<file path="src/sa_pkg.sv">
package sa_pkg;

    // Array is ARRAY_N by ARRAY_N processing elements
    localparam int ARRAY_N = 4;

    // Signed weight and activation width
    localparam int DATA_W = 8;

    // Partial sum width covers four 16-bit products plus headroom
    localparam int ACC_W = 20;

    // Lane FIFO geometry
    localparam int FIFO_DEPTH = 16;
    localparam int FIFO_AW = 4;

endpackage

</file>
<file path="src/glb.sv">
`timescale 1ns/1ps

module glb #(
    parameter int LANE_W = 8
) (
    input  logic                               clk,
    input  logic                               rst_n_i,
    input  logic                               wr_en_i,
    input  logic                               rd_en_i,
    input  logic [sa_pkg::ARRAY_N*LANE_W-1:0]  wdata_i,
    output logic [sa_pkg::ARRAY_N*LANE_W-1:0]  rdata_o,
    output logic [sa_pkg::ARRAY_N-1:0]         lane_valid_o,
    output logic [sa_pkg::ARRAY_N-1:0]         full_o,
    output logic [sa_pkg::ARRAY_N-1:0]         empty_o
);

    logic [sa_pkg::ARRAY_N-2:0] rd_sr;
    logic [sa_pkg::ARRAY_N-1:0] rd_lane;

    // Lane j sees the read strobe j cycles late, matching the array diagonal
    always_ff @(posedge clk) begin
        if (!rst_n_i) begin
            rd_sr <= '0;
        end else begin
            rd_sr <= {rd_sr[sa_pkg::ARRAY_N-3:0], rd_en_i};
        end
    end

    assign rd_lane = {rd_sr, rd_en_i};

    // Valid follows the read by one cycle, like the registered FIFO data
    always_ff @(posedge clk) begin
        if (!rst_n_i) begin
            lane_valid_o <= '0;
        end else begin
            lane_valid_o <= rd_lane & ~empty_o;
        end
    end

    for (genvar j = 0; j < sa_pkg::ARRAY_N; j++) begin : g_lane
        sync_fifo #(
            .DATA_WIDTH (LANE_W),
            .DEPTH      (sa_pkg::FIFO_DEPTH)
        ) fifo_i (
            .clk     (clk),
            .rst_n_i (rst_n_i),
            .wr_en_i (wr_en_i),
            .rd_en_i (rd_lane[j]),
            .wdata_i (wdata_i[j*LANE_W +: LANE_W]),
            .full_o  (full_o[j]),
            .empty_o (empty_o[j]),
            .rdata_o (rdata_o[j*LANE_W +: LANE_W])
        );
    end

endmodule

</file>
<file path="src/mac_pe.sv">
`timescale 1ns/1ps

module mac_pe (
    input  logic                            clk,
    input  logic                            rst_n_i,
    input  logic signed [sa_pkg::DATA_W-1:0] w_i,
    input  logic                            w_load_i,
    output logic signed [sa_pkg::DATA_W-1:0] w_o,
    output logic                            w_load_o,
    input  logic signed [sa_pkg::DATA_W-1:0] act_i,
    input  logic                            act_valid_i,
    output logic signed [sa_pkg::DATA_W-1:0] act_o,
    output logic                            act_valid_o,
    input  logic signed [sa_pkg::ACC_W-1:0]  psum_i,
    output logic signed [sa_pkg::ACC_W-1:0]  psum_o,
    output logic                            psum_valid_o
);

    logic signed [2*sa_pkg::DATA_W-1:0] prod;

    // Whole column shifts together, so the load strobe passes straight down
    assign w_load_o = w_load_i;

    always_ff @(posedge clk) begin
        if (!rst_n_i) begin
            w_o <= '0;
        end else if (w_load_i) begin
            w_o <= w_i;
        end
    end

    assign prod = w_o * act_i;

    always_ff @(posedge clk) begin
        act_o <= act_i;
        if (act_valid_i) begin
            psum_o <= psum_i + {{(sa_pkg::ACC_W - 2*sa_pkg::DATA_W){prod[2*sa_pkg::DATA_W-1]}},
                                prod};
        end
    end

    always_ff @(posedge clk) begin
        if (!rst_n_i) begin
            act_valid_o  <= 1'b0;
            psum_valid_o <= 1'b0;
        end else begin
            act_valid_o  <= act_valid_i;
            psum_valid_o <= act_valid_i;
        end
    end

endmodule

</file>
<file path="src/pe_array.sv">
`timescale 1ns/1ps

module pe_array (
    input  logic                                       clk,
    input  logic                                       rst_n_i,
    input  logic [sa_pkg::ARRAY_N*sa_pkg::DATA_W-1:0]  w_col_i,
    input  logic [sa_pkg::ARRAY_N-1:0]                 w_load_i,
    input  logic [sa_pkg::ARRAY_N*sa_pkg::DATA_W-1:0]  act_row_i,
    input  logic [sa_pkg::ARRAY_N-1:0]                 act_valid_i,
    output logic [sa_pkg::ARRAY_N*sa_pkg::ACC_W-1:0]   psum_o,
    output logic [sa_pkg::ARRAY_N-1:0]                 psum_valid_o
);

    // Each array element holds the output of the PE at [row][col]
    logic [sa_pkg::DATA_W-1:0] w_q      [sa_pkg::ARRAY_N][sa_pkg::ARRAY_N];
    logic                      w_load_q [sa_pkg::ARRAY_N][sa_pkg::ARRAY_N];
    logic [sa_pkg::DATA_W-1:0] act_q    [sa_pkg::ARRAY_N][sa_pkg::ARRAY_N];
    logic                      act_v_q  [sa_pkg::ARRAY_N][sa_pkg::ARRAY_N];
    logic [sa_pkg::ACC_W-1:0]  psum_q   [sa_pkg::ARRAY_N][sa_pkg::ARRAY_N];
    logic                      psum_v_q [sa_pkg::ARRAY_N][sa_pkg::ARRAY_N];

    for (genvar r = 0; r < sa_pkg::ARRAY_N; r++) begin : g_row
        for (genvar c = 0; c < sa_pkg::ARRAY_N; c++) begin : g_col
            logic [sa_pkg::DATA_W-1:0] w_in;
            logic                      w_load_in;
            logic [sa_pkg::DATA_W-1:0] act_in;
            logic                      act_v_in;
            logic [sa_pkg::ACC_W-1:0]  psum_in;

            // Weights and partial sums enter at the top, activations at the left
            assign w_in      = (r == 0) ? w_col_i[c*sa_pkg::DATA_W +: sa_pkg::DATA_W]
                                        : w_q[(r == 0) ? 0 : r-1][c];
            assign w_load_in = (r == 0) ? w_load_i[c] : w_load_q[(r == 0) ? 0 : r-1][c];
            assign psum_in   = (r == 0) ? '0 : psum_q[(r == 0) ? 0 : r-1][c];
            assign act_in    = (c == 0) ? act_row_i[r*sa_pkg::DATA_W +: sa_pkg::DATA_W]
                                        : act_q[r][(c == 0) ? 0 : c-1];
            assign act_v_in  = (c == 0) ? act_valid_i[r] : act_v_q[r][(c == 0) ? 0 : c-1];

            mac_pe pe_i (
                .clk          (clk),
                .rst_n_i      (rst_n_i),
                .w_i          (w_in),
                .w_load_i     (w_load_in),
                .w_o          (w_q[r][c]),
                .w_load_o     (w_load_q[r][c]),
                .act_i        (act_in),
                .act_valid_i  (act_v_in),
                .act_o        (act_q[r][c]),
                .act_valid_o  (act_v_q[r][c]),
                .psum_i       (psum_in),
                .psum_o       (psum_q[r][c]),
                .psum_valid_o (psum_v_q[r][c])
            );
        end
    end

    for (genvar c = 0; c < sa_pkg::ARRAY_N; c++) begin : g_out
        assign psum_o[c*sa_pkg::ACC_W +: sa_pkg::ACC_W] = psum_q[sa_pkg::ARRAY_N-1][c];
        assign psum_valid_o[c] = psum_v_q[sa_pkg::ARRAY_N-1][c];
    end

endmodule

</file>
<file path="src/sa_top.sv">
`timescale 1ns/1ps

module sa_top (
    input  logic                                       clk,
    input  logic                                       rst_n_i,
    input  logic                                       w_wr_i,
    input  logic                                       w_rd_i,
    input  logic [sa_pkg::ARRAY_N*sa_pkg::DATA_W-1:0]  w_wdata_i,
    output logic [sa_pkg::ARRAY_N-1:0]                 w_full_o,
    output logic [sa_pkg::ARRAY_N-1:0]                 w_empty_o,
    input  logic                                       a_wr_i,
    input  logic                                       a_rd_i,
    input  logic [sa_pkg::ARRAY_N*sa_pkg::DATA_W-1:0]  a_wdata_i,
    output logic [sa_pkg::ARRAY_N-1:0]                 a_full_o,
    output logic [sa_pkg::ARRAY_N-1:0]                 a_empty_o,
    output logic [sa_pkg::ARRAY_N*sa_pkg::ACC_W-1:0]   result_o,
    output logic [sa_pkg::ARRAY_N-1:0]                 result_valid_o
);

    logic [sa_pkg::ARRAY_N*sa_pkg::DATA_W-1:0] w_col;
    logic [sa_pkg::ARRAY_N-1:0]                w_load;
    logic [sa_pkg::ARRAY_N*sa_pkg::DATA_W-1:0] act_row;
    logic [sa_pkg::ARRAY_N-1:0]                act_valid;

    // Weight lanes feed columns
    glb #(
        .LANE_W (sa_pkg::DATA_W)
    ) weight_glb (
        .clk          (clk),
        .rst_n_i      (rst_n_i),
        .wr_en_i      (w_wr_i),
        .rd_en_i      (w_rd_i),
        .wdata_i      (w_wdata_i),
        .rdata_o      (w_col),
        .lane_valid_o (w_load),
        .full_o       (w_full_o),
        .empty_o      (w_empty_o)
    );

    // Activation lanes feed rows
    glb #(
        .LANE_W (sa_pkg::DATA_W)
    ) act_glb (
        .clk          (clk),
        .rst_n_i      (rst_n_i),
        .wr_en_i      (a_wr_i),
        .rd_en_i      (a_rd_i),
        .wdata_i      (a_wdata_i),
        .rdata_o      (act_row),
        .lane_valid_o (act_valid),
        .full_o       (a_full_o),
        .empty_o      (a_empty_o)
    );

    pe_array pe_array_i (
        .clk          (clk),
        .rst_n_i      (rst_n_i),
        .w_col_i      (w_col),
        .w_load_i     (w_load),
        .act_row_i    (act_row),
        .act_valid_i  (act_valid),
        .psum_o       (result_o),
        .psum_valid_o (result_valid_o)
    );

endmodule

</file>
<file path="src/sync_fifo.sv">
`timescale 1ns/1ps

module sync_fifo #(
    parameter int DATA_WIDTH = 8,
    parameter int DEPTH = 16
) (
    input  logic                  clk,
    input  logic                  rst_n_i,
    input  logic                  wr_en_i,
    input  logic                  rd_en_i,
    input  logic [DATA_WIDTH-1:0] wdata_i,
    output logic                  full_o,
    output logic                  empty_o,
    output logic [DATA_WIDTH-1:0] rdata_o
);

    logic [DATA_WIDTH-1:0]      mem [DEPTH];
    logic [sa_pkg::FIFO_AW-1:0] wr_ptr;
    logic [sa_pkg::FIFO_AW-1:0] rd_ptr;
    logic [sa_pkg::FIFO_AW:0]   count;
    logic                       do_wr;
    logic                       do_rd;

    assign full_o  = (count == (sa_pkg::FIFO_AW + 1)'(DEPTH));
    assign empty_o = (count == '0);

    // Overflow and underflow requests are dropped
    assign do_wr = wr_en_i & ~full_o;
    assign do_rd = rd_en_i & ~empty_o;

    always_ff @(posedge clk) begin
        if (do_wr) begin
            mem[wr_ptr] <= wdata_i;
        end
        if (do_rd) begin
            rdata_o <= mem[rd_ptr];
        end
    end

    always_ff @(posedge clk) begin
        if (!rst_n_i) begin
            wr_ptr <= '0;
            rd_ptr <= '0;
            count  <= '0;
        end else begin
            if (do_wr) begin
                wr_ptr <= (wr_ptr == (sa_pkg::FIFO_AW)'(DEPTH - 1)) ? '0 : wr_ptr + 1'b1;
            end
            if (do_rd) begin
                rd_ptr <= (rd_ptr == (sa_pkg::FIFO_AW)'(DEPTH - 1)) ? '0 : rd_ptr + 1'b1;
            end
            case ({do_wr, do_rd})
                2'b10:   count <= count + 1'b1;
                2'b01:   count <= count - 1'b1;
                default: count <= count;
            endcase
        end
    end

endmodule

</file>
<file path="config.mk">
export PLATFORM = sky130hd
export DESIGN_NAME = sa_top
export DESIGN_NICKNAME = d
export VERILOG_FILES = /design/src/sa_pkg.sv /design/src/glb.sv /design/src/mac_pe.sv /design/src/pe_array.sv /design/src/sa_top.sv /design/src/sync_fifo.sv
export SDC_FILE = /design/constraint.sdc
export NUM_CORES = 2
export LEC_CHECK = 0
export BUFFER_PORTS_ARGS = -buffer_cell sky130_fd_sc_hd__buf_2
export CELL_PAD_IN_SITES_DETAIL_PLACEMENT = 1
export CELL_PAD_IN_SITES_GLOBAL_PLACEMENT = 2
export CORE_MARGIN = 2
export CORE_UTILIZATION = 30
export CTS_CLUSTER_SIZE = 8
export DETAILED_ROUTE_END_ITERATION = 16
export HOLD_SLACK_MARGIN = 0.03
export PLACE_DENSITY = 0.65
export SLEW_MARGIN = 15
export SYNTH_ARGS = -nofsm -noshare
export SYNTH_HDL_FRONTEND = slang
export SYNTH_SLANG_ARGS = --single-unit
</file>
<file path="constraint.sdc">
create_clock -name clk -period 7.5 [get_ports clk]
set_input_delay 0.375 -clock clk [delete_from_list [all_inputs] [get_ports clk]]
set_output_delay 0.375 -clock clk [all_outputs]
set_load 0.05 [all_outputs]
</file>
## Word level (Yosys, flattened, before mapping)

Memory sizes are Yosys's and may differ from the RTL's. A register that Yosys moved wholly into a read port is not among the register bits.
Cells that the tools add are included.

- Bits of input ports: 70
- Bits in writable memories: 1,024
- Register bits after elaboration: 659
- Memories: 8

Memories:

| name | words | width | rd ports | clocked after Yosys merged registers in | wr ports | line | text |
|---|---|---|---|---|---|---|---|
| act_glb.g_lane[0].fifo_i.mem | 16 | 8 | 1 | 1 | 1 | sync_fifo.sv:17 | `logic [DATA_WIDTH-1:0] mem [DEPTH];` |
| act_glb.g_lane[1].fifo_i.mem | 16 | 8 | 1 | 1 | 1 | sync_fifo.sv:17 |  |
| act_glb.g_lane[2].fifo_i.mem | 16 | 8 | 1 | 1 | 1 | sync_fifo.sv:17 |  |
| act_glb.g_lane[3].fifo_i.mem | 16 | 8 | 1 | 1 | 1 | sync_fifo.sv:17 |  |
| weight_glb.g_lane[0].fifo_i.mem | 16 | 8 | 1 | 1 | 1 | sync_fifo.sv:17 |  |
| weight_glb.g_lane[1].fifo_i.mem | 16 | 8 | 1 | 1 | 1 | sync_fifo.sv:17 |  |
| 2 more memories | - | - | - | - | - | - |  |

- Muxes and demuxes: 40
- Equal/unequal tests: 40
- $add $sub $neg: 44
- Multiply operators: 16
- Reduce and logical (&&, ||, !) cells: 16
- Bitwise gates (word level): 36

Operators by type and width:

| kind | number |
|---|---|
| $mul 8x8->16 | 16 |
| $add 20x20->20 | 8 |
| $pmux 5 s2 | 8 |
| $add 16x16->17 | 4 |
| $add 4x1->4 const B | 16 |
| $eq 4x4->1 const B | 16 |
| $mux 4 | 16 |
| $add 5x1->5 const B | 8 |
| $eq 5x5->1 const B | 8 |
| $logic_not 5->1 | 8 |
| $sub 5x1->5 const B | 8 |
| $and 1x1->1 | 16 |
| $eq 2x1->1 const B | 8 |
| $eq 2x2->1 const B | 8 |
| $mux 1 | 16 |
| $not 1->1 | 16 |
| $reduce_bool 2->1 | 8 |
| $and 4x4->4 | 2 |
| $not 4->4 | 2 |

## Depth between registers and ports, before layout

- Word-level depth: 5
- Mapped depth: 25

## Hierarchy

A second synthesis with hierarchy kept.

- Cell total of the unflattened synthesis: 10,120
- Area total of the unflattened synthesis: 122,085.8 um2

Modules (own cells, without submodules):

| module | area an instance (um2) | times used | cells an instance | seq. area each (um2) |
|---|---|---|---|---|
| sync_fifo | 5,989.5 | 8 | 313 | 4,344.2 |
| mac_pe (pe_array_i.g_row[0].g_col[0].pe_i ...) | 4,659.5 | 7 | 484 | 940.9 |
| mac_pe (pe_array_i.g_row[2].g_col[3].pe_i ...) | 4,599.4 | 4 | 472 | 940.9 |
| mac_pe (pe_array_i.g_row[2].g_col[0].pe_i ...) | 4,534.3 | 2 | 455 | 940.9 |
| mac_pe (pe_array_i.g_row[1].g_col[3].pe_i) | 4,609.4 | 1 | 480 | 940.9 |
| mac_pe (pe_array_i.g_row[3].g_col[3].pe_i) | 4,529.3 | 1 | 454 | 940.9 |
| mac_pe (pe_array_i.g_row[2].g_col[2].pe_i) | 4,519.3 | 1 | 463 | 940.9 |
| glb | 197.7 | 2 | 14 | 140.1 |
| pe_array | 33.8 | 1 | 5 | 0.0 |

## Worst setup path after synthesis

Ideal clock, no wire load.

- Path type: register to register
- Start point: register act_glb.g_lane[3].fifo_i.rdata_o[2] (read register of act_glb.g_lane[3].fifo_i.mem)
- End point: register pe_array_i.g_row[3].g_col[0].pe_i.psum_o[19] (netlist name), data pin
- Path slack: 1,605 ps
- Library setup time: 268 ps
- Path buffers: 0
- Stages on the path, launching flop included: 25
- Arrival time: 5,627 ps
- Clock period less this slack: 5,895 ps
- Required time: 7,232 ps
- Cell sequence: edfxtp_1 > and2_1 > fa_1 > inv_1 > fa_1 > inv_1 > fa_1 > inv_1 > fa_1 > inv_1 > ha_1 > a21oi_1 > o21bai_1 > a21oi_1 > o21ai_1 > a2111oi_0 > nand4b_1 > ha_1 > and4_1 > and3_1 > nand3_1 > a31oi_1 > mux2i_1 > nor2_1 > xnor3_1

- Word-level cells in the longest chain between the ends: 2

Ends and longest elaborated chain:

| item | line | text |
|---|---|---|
| from (decl) | sync_fifo.sv:14 | `output logic [DATA_WIDTH-1:0] rdata_o` |
| $mul 8x8->16 | mac_pe.sv:32 | `assign prod = w_o * act_i;` |
| $add 20x20->20 | mac_pe.sv:37 | `psum_o <= psum_i + {{(sa_pkg::ACC_W - 2*sa_pkg::DATA_W){prod[2*sa_pkg::DATA_W-1]}},` |
| to (signal assigned) | mac_pe.sv:37 |  |
| to (decl) | mac_pe.sv:15 | `output logic signed [sa_pkg::ACC_W-1:0] psum_o,` |

No other way between the ends.
A chain may end at the register's enable or synchronous reset.

## Final worst setup path

Same ends and word-level chain as after synthesis.

==> impl_metrics.yaml <==
detailed_routing:
  drtPass1Iterations: 5
  drc: 0
  drtAntennaViolNets: 0
  via_count: 65600
  wl_um: 274000
  routed_via_density: 4.57
  drt_iter0_markers: 3191
  wl_per_cell_um: 19.1
synth:
  synthArstFlopShare_pct: 0
  synth-main-ff-cell: "edfxtp_1"
  synth-edff-count: 1380
  syn_avg_cell_area_sq_um: 12.6
  synth_nets: 10700
  synth_xor_area_share_pct: 3.31
  synth_simple_gate_area_share_pct: 9.62
  synthAdderAreaFrac_pct: 25.6
  synth-seq-cells: 1735
  synthMuxAreaShare_pct: 7.82
  ys_seq_area_share_pct: 43.3
  synth_top_family_by_area: "adder cells"
  syn-instance-count: 8893
  synth_compound_area_share_pct: 4.48
  syn_area_sq_um: 112000
  synth_warnings: 0
  synthDistinctLibCells: 80
sta:
  tightestPinTransition_ns: 1.15
  post-route-period-util_pct: 88.1
  fmax_ghz: 0.151
  setup_slack_ns: 0.893
  period_needed_ns: 6.61
  hold_violations: 0
  fin_hold_ws_ns: 0.141
  grt_setup_unrepaired: "false"
  fin_skew_ns: 0.0715
  drv_slew: 0
  slew_headroom_pct: 23.5
  setup_viol: 0
  fin_setup_tns_ns: 0
global_routing:
  antenna_found_initial: 20
  grt_usage_pct: 14.6
  grt_pass1_vias: 74400
  grt_pass1_wl_um: 434000
  grt_max_degree: 108
  grt.overflow.total: 0
placed_design:
  portBuffers: 169
  dpl.hpwl_um: 206000
  place_congestion: 0.787
  placed_cell_area_sq_um: 119000
  dpl_worst_slack_ns: 0.910
floorplan:
  fp.dieArea_sq_um: 379000
  die_w_um: 615
  start_util_pct: 30.1
  rows: 224
  pin_count: 170
  coreArea_sq_um: 372000
  die_h_um: 615
clocking:
  postCtsHoldBufs: 67
  cts-htree-levels: 5
  path_clk_slew_ns: 0.05
  post_cts_buffers: 0
  cts_buffers: 264
  clock_latency_ns: 0.92
  clockBufferDepth: 4
  cts_resized: 0
  clock-sinks: 1735
  cts_tree: "built"
  cts_root_buf: "clkbuf_16"
pwr:
  netSwitchingPower_mw: 8.19
  p_int_mw: 20.2
  p_comb_share_pct: 19.2
  p_per_area_nw_per_um2: 223
  p_leak_nw: 51.0
  vdd_drop_max_mv: 0.213
  swShare_pct: 28.8
  power_frac_clock_pct: 40.2
  seqPwrFrac_pct: 40.7
worst_setup_path:
  crit_path_max_fanout: 9
  critPathKind: "register to register"
  cp-start-kind: "register"
  critical_path_required_ns: 8.11
  crit_arrival_ns: 7.21
  worstSetupEndpointType: "register"
job:
  cap_violations: 0
cells_and_area:
  layout-drive-gt1-share_pct: 9.75
  final_cell_area_sq_um: 127000
  final_cell_mix: "inv_1, edfxtp_1, fa_1"
  area_growth_pct: 13.5
  fin_nets: 11000
  mostFrequentLayoutCell: "inv_1"
hold_path:
  hp-class: "primary input to register"
run_status:
  status: "completed"
[synthesized netlist by cell type (all sizes together), types with 147 or more instances]
cell type | count | area, sq um
inv | 1451 | 5450
edfxtp | 1380 | 41400
fa | 980 | 19600
ha | 728 | 9110
and2 | 695 | 4350
nand2 | 505 | 1900
dfxtp | 355 | 7110
mux4 | 320 | 7210
xnor2 | 302 | 2660
a21oi | 261 | 1310
nor2b | 254 | 1590
nor2 | 226 | 848
clkbuf | 216 | 811
o21ai | 158 | 795
mux2i | 147 | 1470
[metal layers]
metal | wire (um) | track usage (%)
met5 | 59 | 0
met4 | 7710 | 4.22
met3 | 8160 | 1.90
met2 | 138000 | 25.9
met1 | 120000 | 18.4
[through the flow]
step                      utilization (%)  std cells  total power, mW
after floorplan                         -       8893             15.5
after global placement               31.9      13800             17.1
after detailed placement             31.9      13800             17.3
after CTS                            34.2      14300             29.0
after global routing                 34.2      14300             30.0
final                                34.2      14400             28.4
[layout make-up]
type	instances	area, sq um
Antenna cell	7	17.5
Clock buffer	421	7330
Clock inverter	38	704
Fill cell	40100	245000
Inverter	1451	5450
Multi-Input combinational cell	5428	57000
Sequential cell	1735	48600
Tap cell	4972	6220
Timing Repair Buffer	299	2000
[state kept, by name, summed over array words and instances (netlist names)]
name	cells
act_glb.g_lane.fifo_i.mem	512
weight_glb.g_lane.fifo_i.mem	512
pe_array_i.g_row.g_col.pe_i.psum_o	292
pe_array_i.g_row.g_col.pe_i.w_o	128
pe_array_i.g_row.g_col.pe_i.act_o	96
act_glb.g_lane.fifo_i.rdata_o	32
weight_glb.g_lane.fifo_i.rdata_o	32
act_glb.g_lane.fifo_i.count	20
weight_glb.g_lane.fifo_i.count	20
act_glb.g_lane.fifo_i.rd_ptr	16
act_glb.g_lane.fifo_i.wr_ptr	16
weight_glb.g_lane.fifo_i.rd_ptr	16
weight_glb.g_lane.fifo_i.wr_ptr	16
pe_array_i.g_row.g_col.pe_i.act_valid_o	9
act_glb.lane_valid_o	4
pe_array_i.g_row.g_col.pe_i.psum_valid_o	4
weight_glb.lane_valid_o	4
act_glb.rd_sr	3
weight_glb.rd_sr	3
[path summary, 6_finish.rpt]
path,from,to,slack [ns],cells after the start
min,w_wr_i,weight_glb.g_lane[1].fifo_i.wr_ptr[0],0.14,4
max,act_glb.g_lane[3].fifo_i.rdata_o[2],pe_array_i.g_row[3].g_col[0].pe_i.psum_o[19],0.89,24
min reg2reg,pe_array_i.g_row[0].g_col[1].pe_i.act_o[1],pe_array_i.g_row[0].g_col[2].pe_i.act_o[1],0.48,0
max reg2reg,act_glb.g_lane[3].fifo_i.rdata_o[2],pe_array_i.g_row[3].g_col[0].pe_i.psum_o[19],0.89,24
[cell families (layout without fill, tap and decap cells)]
kind of cell,after synthesis,count (layout)
other cells,0,7
xor+xnor,420,420
buf+inv,1730,2209
mux,475,475
compound gates,793,793
fa+ha+maj,1708,1708
simple gates,2032,2032
flops,1735,1735
[power by group through the flow]
stage	sequential (mW)	clock [mW]	combinational, mW
3_3_place_gp	11.7	0	5.41
3_5_place_dp	11.8	0	5.55
4_1_cts	11.6	11.8	5.62
2_1_floorplan	11.4	0	4.16
5_1_grt	11.6	12.2	6.21
6_report	11.5	11.4	5.44
[worst max-delay path, cell delays in order, from the launching register on]
cell and delay, ns:
edfxtp_1 0.53, and2_1 0.25, fa_1 0.55, inv_1 0.06, fa_1 0.53, inv_1 0.05, fa_1 0.47, inv_1 0.05
fa_1 0.47, inv_1 0.04, ha_1 0.32, a21oi_1 0.23, o21bai_1 0.10, a21oi_1 0.25, o21ai_1 0.18, a2111oi_0 0.38
nand4b_1 0.21, ha_1 0.21, and4_1 0.25, and3_1 0.17, nand3_1 0.15, a31oi_1 0.29, mux2i_1 0.21, nor2_1 0.07
xnor3_1 0.31
No activity file was read; power rests on OpenSTA's default activity.
